$ cat src/design/mmem_pkg.sv
// **********************************************************
// M-memory geometry: word count, address and word types
// shared by the RAM, its port interface and the front end.
// **********************************************************

package mmem_pkg;

   // Word address width.
   localparam int ADDR_W = 5;

   // Word width.
   localparam int DATA_W = 32;

   // Number of words.
   localparam int DEPTH = 32;

   // One scratchpad word.
   typedef logic [DATA_W-1:0] word_t;

   // One word address.
   typedef logic [ADDR_W-1:0] addr_t;

endpackage

$ cat src/design/axil_pkg.sv
// **********************************************************
// AXI4-Lite host bus: widths, response codes and the
// payloads carried on the B and R channels.
// **********************************************************

package axil_pkg;

   localparam int AXI_ADDR_W = 8;                 // Byte address on the bus.
   localparam int STRB_W     = 4;                 // One strobe per byte lane.

   // Last byte address that maps to a word.
   localparam logic [AXI_ADDR_W-1:0] MAX_BYTE_ADDR = 8'h7C;

   typedef logic [1:0] resp_t;

   localparam resp_t RESP_OKAY   = 2'b00;
   localparam resp_t RESP_SLVERR = 2'b10;

   // Write response.
   typedef struct packed {
      resp_t resp;
   } b_payload_t;

   // Read response.
   typedef struct packed {
      mmem_pkg::word_t data;
      resp_t           resp;
   } r_payload_t;

endpackage

$ cat src/design/mem_port_if.sv
// **********************************************************
// One RAM port: address, write data, enables, read data.
// **********************************************************

`timescale 1ns/100ps

interface mem_port_if;

   mmem_pkg::addr_t address;
   mmem_pkg::word_t data;
   logic            wren;                         // One-cycle write pulse.
   logic            rden;                         // One-cycle read pulse.
   mmem_pkg::word_t q;                            // Valid the cycle after rden.

   modport requester
   (
      output address,
      output data,
      output wren,
      output rden,
      input  q
   );

   modport memory
   (
      input  address,
      input  data,
      input  wren,
      input  rden,
      output q
   );

endinterface

$ cat src/design/axil_mmem_front.sv
// **********************************************************
// AXI4-Lite slave for the host side of the M-memory. Checks
// each request, drives RAM port A and loads the responses.
// **********************************************************

`timescale 1ns/100ps

module axil_mmem_front
(
   input  logic                              clk_a,
   input  logic                              reset,
   input  logic [axil_pkg::AXI_ADDR_W-1:0]   awaddr,
   input  logic                              awvalid,
   output logic                              awready,
   input  mmem_pkg::word_t                   wdata,
   input  logic [axil_pkg::STRB_W-1:0]       wstrb,
   input  logic                              wvalid,
   output logic                              wready,
   input  logic [axil_pkg::AXI_ADDR_W-1:0]   araddr,
   input  logic                              arvalid,
   output logic                              arready,
   output logic                              b_valid,
   output axil_pkg::b_payload_t              b_payload,
   input  logic                              b_in_ready,
   output logic                              r_valid,
   output axil_pkg::r_payload_t              r_payload,
   input  logic                              r_in_ready,
   mem_port_if.requester                     mem
);

   typedef enum logic [2:0]
   {
      ST_IDLE,
      ST_WRITE,
      ST_RD_ISSUE,
      ST_RD_LOAD
   } state_t;

   state_t                            state;
   logic                              aw_held;
   logic                              w_held;
   logic [axil_pkg::AXI_ADDR_W-1:0]   aw_addr;
   logic [axil_pkg::AXI_ADDR_W-1:0]   ar_addr;
   mmem_pkg::word_t                   w_data;
   logic [axil_pkg::STRB_W-1:0]       w_strb;
   logic                              accept;
   logic                              aw_take;
   logic                              w_take;
   logic                              ar_take;
   logic                              wr_ok;
   logic                              rd_ok;

   // New requests only when idle and both response registers are empty.
   assign accept  = (state == ST_IDLE) && !reset && b_in_ready && r_in_ready;
   assign awready = accept && !aw_held;
   assign wready  = accept && !w_held;
   // A write that is complete or about to be goes ahead of a read.
   assign arready = accept && !aw_held && !w_held && !(awvalid && wvalid);

   assign aw_take = awvalid && awready;
   assign w_take  = wvalid && wready;
   assign ar_take = arvalid && arready;

   assign wr_ok = (aw_addr <= axil_pkg::MAX_BYTE_ADDR) && (w_strb == '1);  // Full words only.
   assign rd_ok = (ar_addr <= axil_pkg::MAX_BYTE_ADDR);

   always_ff @(posedge clk_a)
   begin
      if (reset)
      begin
         state   <= ST_IDLE;
         aw_held <= 1'b0;
         w_held  <= 1'b0;
      end
      else
      begin
         case (state)
            ST_IDLE:
            begin
               if (aw_take)
                  aw_held <= 1'b1;
               if (w_take)
                  w_held <= 1'b1;
               if ((aw_held || aw_take) && (w_held || w_take))
                  state <= ST_WRITE;
               else if (ar_take)
                  state <= ST_RD_ISSUE;
            end
            ST_WRITE:
               if (b_in_ready)
               begin
                  aw_held <= 1'b0;
                  w_held  <= 1'b0;
                  state   <= ST_IDLE;
               end
            ST_RD_ISSUE:
               state <= ST_RD_LOAD;                // Data arrives on q next cycle.
            ST_RD_LOAD:
               if (r_in_ready)
                  state <= ST_IDLE;
            default:
               state <= ST_IDLE;
         endcase
      end
   end

   always_ff @(posedge clk_a)
   begin
      if (aw_take)
         aw_addr <= awaddr;
      if (w_take)
      begin
         w_data <= wdata;
         w_strb <= wstrb;
      end
      if (ar_take)
         ar_addr <= araddr;
   end

   assign mem.wren    = (state == ST_WRITE) && wr_ok && b_in_ready;
   assign mem.rden    = (state == ST_RD_ISSUE) && rd_ok;
   assign mem.address = (state == ST_WRITE) ? aw_addr[mmem_pkg::ADDR_W+1:2] :
                                              ar_addr[mmem_pkg::ADDR_W+1:2];
   assign mem.data    = w_data;

   assign b_valid = (state == ST_WRITE);
   assign r_valid = (state == ST_RD_LOAD);

   always_comb
   begin
      b_payload.resp = wr_ok ? axil_pkg::RESP_OKAY : axil_pkg::RESP_SLVERR;
      r_payload.data = rd_ok ? mem.q : '0;        // Refused reads return zero.
      r_payload.resp = rd_ok ? axil_pkg::RESP_OKAY : axil_pkg::RESP_SLVERR;
   end

   // A response loaded on this edge is held next cycle, so no read address is taken then.
   a_no_ar_while_held: assert property (@(posedge clk_a) disable iff (reset)
      (b_valid || r_valid) |=> !arready);

endmodule

$ cat src/design/part_32x32dpram.sv
// **********************************************************
// 32x32 dual-port synchronous RAM. Port A writes win over
// port B; each port has a registered read output.
// **********************************************************

`timescale 1ns/100ps

module part_32x32dpram
(
   input  logic       clk_a,
   input  logic       reset,
   mem_port_if.memory port_a,
   mem_port_if.memory port_b
);

   mmem_pkg::word_t ram [mmem_pkg::DEPTH];

   // Only one write per edge; a colliding port B write is dropped.
   always_ff @(posedge clk_a)
   begin
      if (port_a.wren)
         ram[port_a.address] <= port_a.data;
      else if (port_b.wren)
         ram[port_b.address] <= port_b.data;
   end

   always_ff @(posedge clk_a)
   begin
      if (reset)
         port_a.q <= '0;
      else if (port_a.rden)
         port_a.q <= ram[port_a.address];
   end

   always_ff @(posedge clk_a)
   begin
      if (reset)
         port_b.q <= '0;
      else if (port_b.rden)
         port_b.q <= ram[port_b.address];
   end

   // Requesters never read and write one port in the same cycle.
   a_port_a_excl: assert property (@(posedge clk_a) disable iff (reset)
      !(port_a.wren && port_a.rden));

   a_port_b_excl: assert property (@(posedge clk_a) disable iff (reset)
      !(port_b.wren && port_b.rden));

endmodule

$ cat src/design/resp_hold.sv
// **********************************************************
// One-entry valid/ready holding register for a response.
// **********************************************************

`timescale 1ns/100ps

module resp_hold
#(
   parameter type payload_t = logic
)
(
   input  logic     clk_a,
   input  logic     reset,
   input  logic     in_valid,
   output logic     in_ready,
   input  payload_t in_payload,
   output logic     out_valid,
   input  logic     out_ready,
   output payload_t out_payload
);

   logic     full;
   payload_t entry;

   assign in_ready    = !full;
   assign out_valid   = full;
   assign out_payload = entry;

   always_ff @(posedge clk_a)
   begin
      if (reset)
         full <= 1'b0;
      else if (in_valid && !full)
         full <= 1'b1;
      else if (full && out_ready)
         full <= 1'b0;                            // Taken by the bus.
   end

   always_ff @(posedge clk_a)
   begin
      if (in_valid && !full)
         entry <= in_payload;
   end

   // Payload must not move while the bus is stalling it.
   a_payload_stable: assert property (@(posedge clk_a) disable iff (reset)
      (out_valid && !out_ready) |=> $stable(out_payload));

endmodule

$ cat src/design/mmem_top.sv
// **********************************************************
// M-memory top: AXI4-Lite host port and microcode port on
// one shared 32x32 scratchpad.
// **********************************************************

`timescale 1ns/100ps

module mmem_top
(
   input  logic                              clk_a,
   input  logic                              reset,
   input  logic [axil_pkg::AXI_ADDR_W-1:0]   awaddr,
   input  logic                              awvalid,
   output logic                              awready,
   input  mmem_pkg::word_t                   wdata,
   input  logic [axil_pkg::STRB_W-1:0]       wstrb,
   input  logic                              wvalid,
   output logic                              wready,
   output axil_pkg::resp_t                   bresp,
   output logic                              bvalid,
   input  logic                              bready,
   input  logic [axil_pkg::AXI_ADDR_W-1:0]   araddr,
   input  logic                              arvalid,
   output logic                              arready,
   output mmem_pkg::word_t                   rdata,
   output axil_pkg::resp_t                   rresp,
   output logic                              rvalid,
   input  logic                              rready,
   input  mmem_pkg::addr_t                   m_addr,
   input  mmem_pkg::word_t                   m_wdata,
   input  logic                              m_wren,
   input  logic                              m_rden,
   output mmem_pkg::word_t                   m_rdata
);

   mem_port_if port_a_if ();
   mem_port_if port_b_if ();

   logic                 b_in_valid;
   logic                 b_in_ready;
   axil_pkg::b_payload_t b_in_payload;
   axil_pkg::b_payload_t b_out_payload;
   logic                 r_in_valid;
   logic                 r_in_ready;
   axil_pkg::r_payload_t r_in_payload;
   axil_pkg::r_payload_t r_out_payload;

   // Microcode datapath owns port B.
   assign port_b_if.address = m_addr;
   assign port_b_if.data    = m_wdata;
   assign port_b_if.wren    = m_wren;
   assign port_b_if.rden    = m_rden;
   assign m_rdata           = port_b_if.q;

   assign bresp = b_out_payload.resp;
   assign rdata = r_out_payload.data;
   assign rresp = r_out_payload.resp;

   axil_mmem_front i_front
   (
      .clk_a      (clk_a),
      .reset      (reset),
      .awaddr     (awaddr),
      .awvalid    (awvalid),
      .awready    (awready),
      .wdata      (wdata),
      .wstrb      (wstrb),
      .wvalid     (wvalid),
      .wready     (wready),
      .araddr     (araddr),
      .arvalid    (arvalid),
      .arready    (arready),
      .b_valid    (b_in_valid),
      .b_payload  (b_in_payload),
      .b_in_ready (b_in_ready),
      .r_valid    (r_in_valid),
      .r_payload  (r_in_payload),
      .r_in_ready (r_in_ready),
      .mem        (port_a_if.requester)
   );

   part_32x32dpram i_ram
   (
      .clk_a  (clk_a),
      .reset  (reset),
      .port_a (port_a_if.memory),
      .port_b (port_b_if.memory)
   );

   resp_hold #(.payload_t(axil_pkg::b_payload_t)) i_b_hold
   (
      .clk_a       (clk_a),
      .reset       (reset),
      .in_valid    (b_in_valid),
      .in_ready    (b_in_ready),
      .in_payload  (b_in_payload),
      .out_valid   (bvalid),
      .out_ready   (bready),
      .out_payload (b_out_payload)
   );

   resp_hold #(.payload_t(axil_pkg::r_payload_t)) i_r_hold
   (
      .clk_a       (clk_a),
      .reset       (reset),
      .in_valid    (r_in_valid),
      .in_ready    (r_in_ready),
      .in_payload  (r_in_payload),
      .out_valid   (rvalid),
      .out_ready   (rready),
      .out_payload (r_out_payload)
   );

endmodule

$ cat config.mk
export PLATFORM = sky130hd
export DESIGN_NAME = mmem_top
export DESIGN_NICKNAME = d
export VERILOG_FILES = /design/src/design/mmem_pkg.sv /design/src/design/axil_pkg.sv /design/src/design/mem_port_if.sv /design/src/design/axil_mmem_front.sv /design/src/design/part_32x32dpram.sv /design/src/design/resp_hold.sv /design/src/design/mmem_top.sv
export SDC_FILE = /design/constraint.sdc
export NUM_CORES = 2
export LEC_CHECK = 0
export BUFFER_PORTS_ARGS = -buffer_cell sky130_fd_sc_hd__buf_2
export CAP_MARGIN = 20
export CORE_MARGIN = 2
export CORE_UTILIZATION = 60
export CTS_BUF_LIST = sky130_fd_sc_hd__clkbuf_4
export CTS_CLUSTER_SIZE = 10
export DETAILED_ROUTE_END_ITERATION = 8
export PLACE_DENSITY = 0.83
export SLEW_MARGIN = 5
export SYNTH_ARGS = -nofsm -noshare
export SYNTH_HDL_FRONTEND = slang
export SYNTH_SLANG_ARGS = --single-unit
$ cat constraint.sdc
create_clock -name clk_a -period 7.7 [get_ports clk_a]
set_clock_uncertainty 0.15 [all_clocks]
set_input_delay 0.77 -clock clk_a [delete_from_list [all_inputs] [get_ports clk_a]]
set_output_delay 0.77 -clock clk_a [all_outputs]
set_load 0.01 [all_outputs]
Yosys cells after proc, flatten, opt, wreduce, memory -nomap -nowiden --
Memory sizes are Yosys's and may differ from the RTL's. A register that Yosys moved wholly into a read port is not among the register bits. Cells that the tools add are included.
Storage, ports and cells: register bits 95, bits in latches 0, RAM bits 1024, bits in read-only memories 0, output and inout bits 73, logic and storage cells 85, memories kept 1
Operators by class: add/sub/neg operators 0, multipliers 0, div/mod/pow operators 0, magnitude comparators 2, equal/unequal tests 9, shifts and indexed selects 0, mux-type cells 25, bitwise gates (word level) 0, reductions and logical operators 36
Memory list:
- i_ram.ram | words 32, width 32, rd ports 2, clocked after Yosys merged registers in 2, wr ports 1, RTL line part_32x32dpram.sv:16 | mmem_pkg::word_t ram [mmem_pkg::DEPTH];
Operator list (number):
- $mux 32 | 1
- $reduce_or 32->1 | 1
- $logic_and 1x1->1 | 20
- $le 8x7->1 const B | 2
- $mux 1 | 13
- $mux 3 | 4
- $pmux 3 s4 | 1
- $mux 5 | 2
- $reduce_and 3->1 | 3
- $eq 3x2->1 const B | 2
- $logic_not 1->1 | 6
- $reduce_bool 2->1 | 3
- $eq 4x4->1 const B | 1
- $mux 2 | 2
- $ne 2x1->1 const B | 2
- $ne 2x2->1 const B | 2
- $pmux 1 s2 | 2
- $eq 3x1->1 const B | 1
- $logic_not 3->1 | 1
- $ne 3x2->1 const B | 1
- $logic_or 1x1->1 | 2

Depth between registers and ports, before layout --
word-level depth 11, depth in mapped cells 12, gate-level depth less buffers 6

Hierarchy --
From an unflattened synthesis, not the netlist that was laid out.
Unflattened totals: cells, all modules 3635, area total of the unflattened synthesis 54249.5 um^2
By module, submodules not included:
- part_32x32dpram | times used 1, cells each 3457, area an instance 50883.8 um^2, seq. area each 32030.7 um^2
- axil_mmem_front | times used 1, cells each 132, area an instance 2197.1 um^2, seq. area each 1641.6 um^2
- resp_hold (i_r_hold) | times used 1, cells each 39, area an instance 1064.8 um^2, seq. area each 1041.0 um^2
- resp_hold (i_b_hold) | times used 1, cells each 7, area an instance 103.8 um^2, seq. area each 80.1 um^2

Worst setup path after synthesis --
OpenSTA, ideal clock, no wires.
path type input to register, start point input port m_addr[1], end point memory i_ram.ram[2][0] in the netlist's numbering (enable), setup time 0.421 ns, arrival time 3.359 ns, setup slack 3.769 ns, stages on the path 6, buffers on the path 3, path through clkbuf_1 clkbuf_1 clkbuf_1 nor3b_1 o21ai_2 nor2_1
Between the ends: longest elaborated chain between the ends 1
Ends and longest elaborated chain:
- start: declaration | RTL line mmem_top.sv:29 | input mmem_pkg::addr_t m_addr,
- $mux 5 (no source line)
- end: declaration | RTL line part_32x32dpram.sv:16
Every way passes these cells.

Worst setup path after layout --
start point register i_front.state[1], end point memory i_ram.ram[27][15] in the netlist's numbering (enable)
Between the ends: longest elaborated chain between the ends 7
Ends and longest elaborated chain:
- start: declaration | RTL line axil_mmem_front.sv:39 | state_t state;
- start signal: assignment | RTL line axil_mmem_front.sv:71 | state <= ST_IDLE;
- start signal: assignment | RTL line axil_mmem_front.sv:85 | state <= ST_WRITE;
- start signal: assignment | RTL line axil_mmem_front.sv:87 | state <= ST_RD_ISSUE;
- $eq 3x1->1 * | RTL line axil_mmem_front.sv:120, axil_mmem_front.sv:122
- $logic_and 1x1->1 (2 in series) | RTL line axil_mmem_front.sv:120 | assign mem.wren = (state == ST_WRITE) && wr_ok && b_in_ready;
- $mux 1 | RTL line part_32x32dpram.sv:21 | if (port_a.wren)
- $mux 1 (implied by the code) | RTL line part_32x32dpram.sv:24 | ram[port_b.address] <= port_b.data;
- $reduce_or 32->1 (no source line)
- $mux 5 (no source line) / $mux 1 (equally long branches)
Every way passes the cells marked *; elsewhere a longest branch is shown, timed or not.

==> impl_metrics.csv <==
group,metric,value,unit
sta,finalSetupTns,0,ns
place,gp_congestion,0.8912,
outcome,outcome,"finished, final reports clean",
setup_path,path_depth,7,
yosys,avgSynthCellArea,15.70,um2
routing,vias_per_cell,7.023,
sta,period_minus_slack,4.840,ns
yosys,async_flop_share,0,%
setup_path,endpoint,"i_ram.ram[27][15]",
setup_path,crit_path_max_incr_delay,0.77,ns
clock_network,cts_tree,"built",
clock_network,clock-sinks,1180,
yosys,ys_warn_count,0,
clock_network,clk_latency,1.24,ns
setup_path,startpoint_type,"flip-flop",
routing,drt_wl_total,160300,um
sta,grt_setup_unrepaired,"no",
cells_and_area,drive_above_1_share,29.03,%
setup_path,critPathMaxFanout,59,
yosys,yosysUniqueCellTypes,59,
place,dp_cells,4602,
cells_and_area,area_delta_synth_final,13.03,%
sta,holdWs,0.007701,ns
floorplanning,die_x,304.8,um
floorplanning,start_util,60.41,%
floorplanning,core_area,89870,um2
grt,antenna_found_initial,3,
routing,routedWlPerCell,30.73,um
grt,grt_pass1_vias,37138,
setup_path,rr_startpoint,"i_front.state[1]",
floorplanning,dieArea,92900,um2
clock_network,post_cts.repair.setup_buffers,0,
setup_path,crit_type,"reg -> reg",
place,place.port_buffers,168,
cells_and_area,fin_nets,3922,
setup_path,path_cells,"nand2b_4 -> buf_4 -> a21oi_4 -> nor3_1 -> o21ai_2 -> nor2_4 -> buf_4",
power_and_ir_drop,power.leakage,21.01,nW
sta,worstMarginPinSlew,1.158,ns
yosys,netlist_area,54290,um2
place,dp_hpwl,89640,um
grt,grt_max_degree,153,
setup_path,arrival,5.47,ns
sta,period_share,62.85,%
cells_and_area,finalNonFillerCells,5214,
sta,slew_violations,0,
grt,grt_util_met2,53.25,%
cells_and_area,final_common_cell,"edfxtp_1",
yosys,netlist_instances,3458,
setup_path,cpMostUsedCell,"buf_4",
power_and_ir_drop,p_per_area,232.8,nW/um2
cells_and_area,regArea,34730,um2
routing,vias,36618,
min_path,hp-start,"m_wdata[13]",
clock_network,max-clock-path-buffers,4,
setup_path,critPathBufInv,2,
clock_network,clock_tree.htree_level_count,5,
grt,overflow,0,
clock_network,path_clk_slew,0.08,ns
setup_path,crit_slowest_cell,"buf_4",
grt,gr-usage-met1,42.49,%
floorplanning,design.portCount,171,
clock_network,numCtsBuffers,314,
setup_path,r2r_cells,7,
setup_path,reg2reg_setup_slack,2.86,ns
cells_and_area,multi_input_area,18470,um2
yosys,ys_ff_latch,1180,
routing,drt_first_pass_iters,6,
clock_network,cts-hold-fix-buffers,63,
min_path,hold_path.class,"in -> reg",
clock_network,cts-root-buf,"clkbuf_4",
yosys,synth_top_flop_cell,"edfxtp_1",
setup_path,endpoint_kind,"flip-flop",
sta,setup_viol_count_final,0,
grt,grt-busiest-layer,"met2",
sta,hold_violations,0,
floorplanning,placementRows,110,
sta,max_freq,206.6,MHz
routing,drtIter0Drc,5389,
yosys,synth_seq_area_share,63.98,%
cells_and_area,mostFrequentLayoutCells,"1110 x edfxtp_1, 444 x clkbuf_4, 409 x nand2_1",
cells_and_area,fillers,5700,
yosys,synth_edf_count,1110,
grt,gr-usage-met3,9.499,%
setup_path,critPathLaunch,"i_front.state[1]",
setup_path,r2r_end,"i_ram.ram[27][15]",
grt,grt_pass1_wl,232000,um
flow_run,cap_violations,0,
sta,max-slew-margin-rel,22.79,%
setup_path,path_delay_family,"simple AND/OR/NAND/NOR gates",
routing,drc_errors,0,
routing,postRouteAntennaNets,0,
setup_path,required,8.33,ns
clock_network,cts-resized-gates,0,
grt,grt_util_all_layers,34.30,%
power_and_ir_drop,peakVddDrop,0.1950,mV
floorplanning,chipHeight,304.8,um
Yosys cell counts, types with 12 or more instances:
library cell	count	area [um2]
buf_1	12	45.04
clkbuf_1	183	686.9
nand3_1	69	345.3
a22oi_1	32	240.2
inv_1	70	262.8
a2111oi_2	20	300.3
o22ai_1	32	200.2
a2111oi_0	38	332.8
mux4_2	352	7928
a211oi_1	129	968.4
mux2i_1	267	2673
buf_2	63	315.3
nor3_1	72	360.4
nand4_1	33	206.5
and2_1	35	219.0
nor2_1	139	521.8
dfxtp_1	70	1401
buf_4	18	135.1
nor2b_1	26	162.7
o221ai_1	64	560.5
nand2_1	410	1539
a221oi_1	14	122.6
o211ai_1	32	240.2
edfxtp_1	1110	33330
a21oi_1	66	330.3
a32oi_1	32	280.3
worst min-delay path by stage:
stage | to | slack [ns] | cells after the start
CTS | i_front.mem.data[26] | 0.002 | 2
finish | i_ram.ram[11][13] | 0.008 | 4
floorplan | i_ram.port_a.q[0] | 0.32 | 2
global placement | i_ram.port_b.q[3] | 0.31 | 2
global route | i_ram.ram[6][11] | -0.02 | 4
detailed placement | i_ram.port_b.q[3] | 0.31 | 2
registers in the layout, indices dropped and copies added, names as in the netlist, 2 cells and up:
signal                count
i_ram.ram              1024
i_r_hold.out_payload     33
i_front.mem.data         32
i_ram.port_a.q           32
i_ram.port_b.q           32
i_front.ar_addr           8
i_front.aw_addr           8
i_front.w_strb            4
i_front.state             2
metal layers:
layer,up-vias,share of wire [%],routed length (um)
li1,14903,-,-
met1,17856,33,52150
met2,3200,47,74550
met3,657,14,22360
met4,2,7.0,11180
met5,-,0.0069,11
layout make-up:
class,count,share of cell area [%]
antenna,7,0.02855
clock buffer,444,5.432
clock inverter,79,0.7381
inverter,70,0.4282
multi-input combinational,1924,30.10
sequential,1180,56.60
tap,1176,2.398
timing repair buffer,334,4.276
cells by family after synthesis:
logic type             after synthesis  share of synthesized area, %
buffers and inverters              355                         2.844
other                                1                      0.006908
DFF                               1180                         63.98
and+or+nand+nor                    811                         6.571
AOI/OAI and AO/OA                  490                         7.025
muxes                              621                         19.57
tightest hold or removal path, delay by kind of cell:
family | cells | cell delay (ns)
buf+inv | 2 | 0.26
simple gates | 2 | 0.17
power breakdown:
group | total (mW) | switching (mW) | internal (mW)
Sequential | 7.25 | 0.0675 | 7.18
Combinational | 1.71 | 1.11 | 0.600
Clock | 5.33 | 2.52 | 2.81
stage by stage:
| stage | utilization, % | worst slack, ns | total power [mW] | instance area, um2 |
|---|---|---|---|---|
| floorplan | - | 3.769 | 8.389 | 54290 |
| global placement | 62.87 | 3.103 | 8.923 | 56510 |
| detailed placement | 62.91 | 3.095 | 8.970 | 56540 |
| CTS | 67.82 | 2.990 | 14.24 | 60950 |
| global route | 68.28 | 2.699 | 14.71 | 61360 |
| finish | 68.28 | 2.860 | 14.29 | 61360 |
Power figures use the tool's default switching activity.
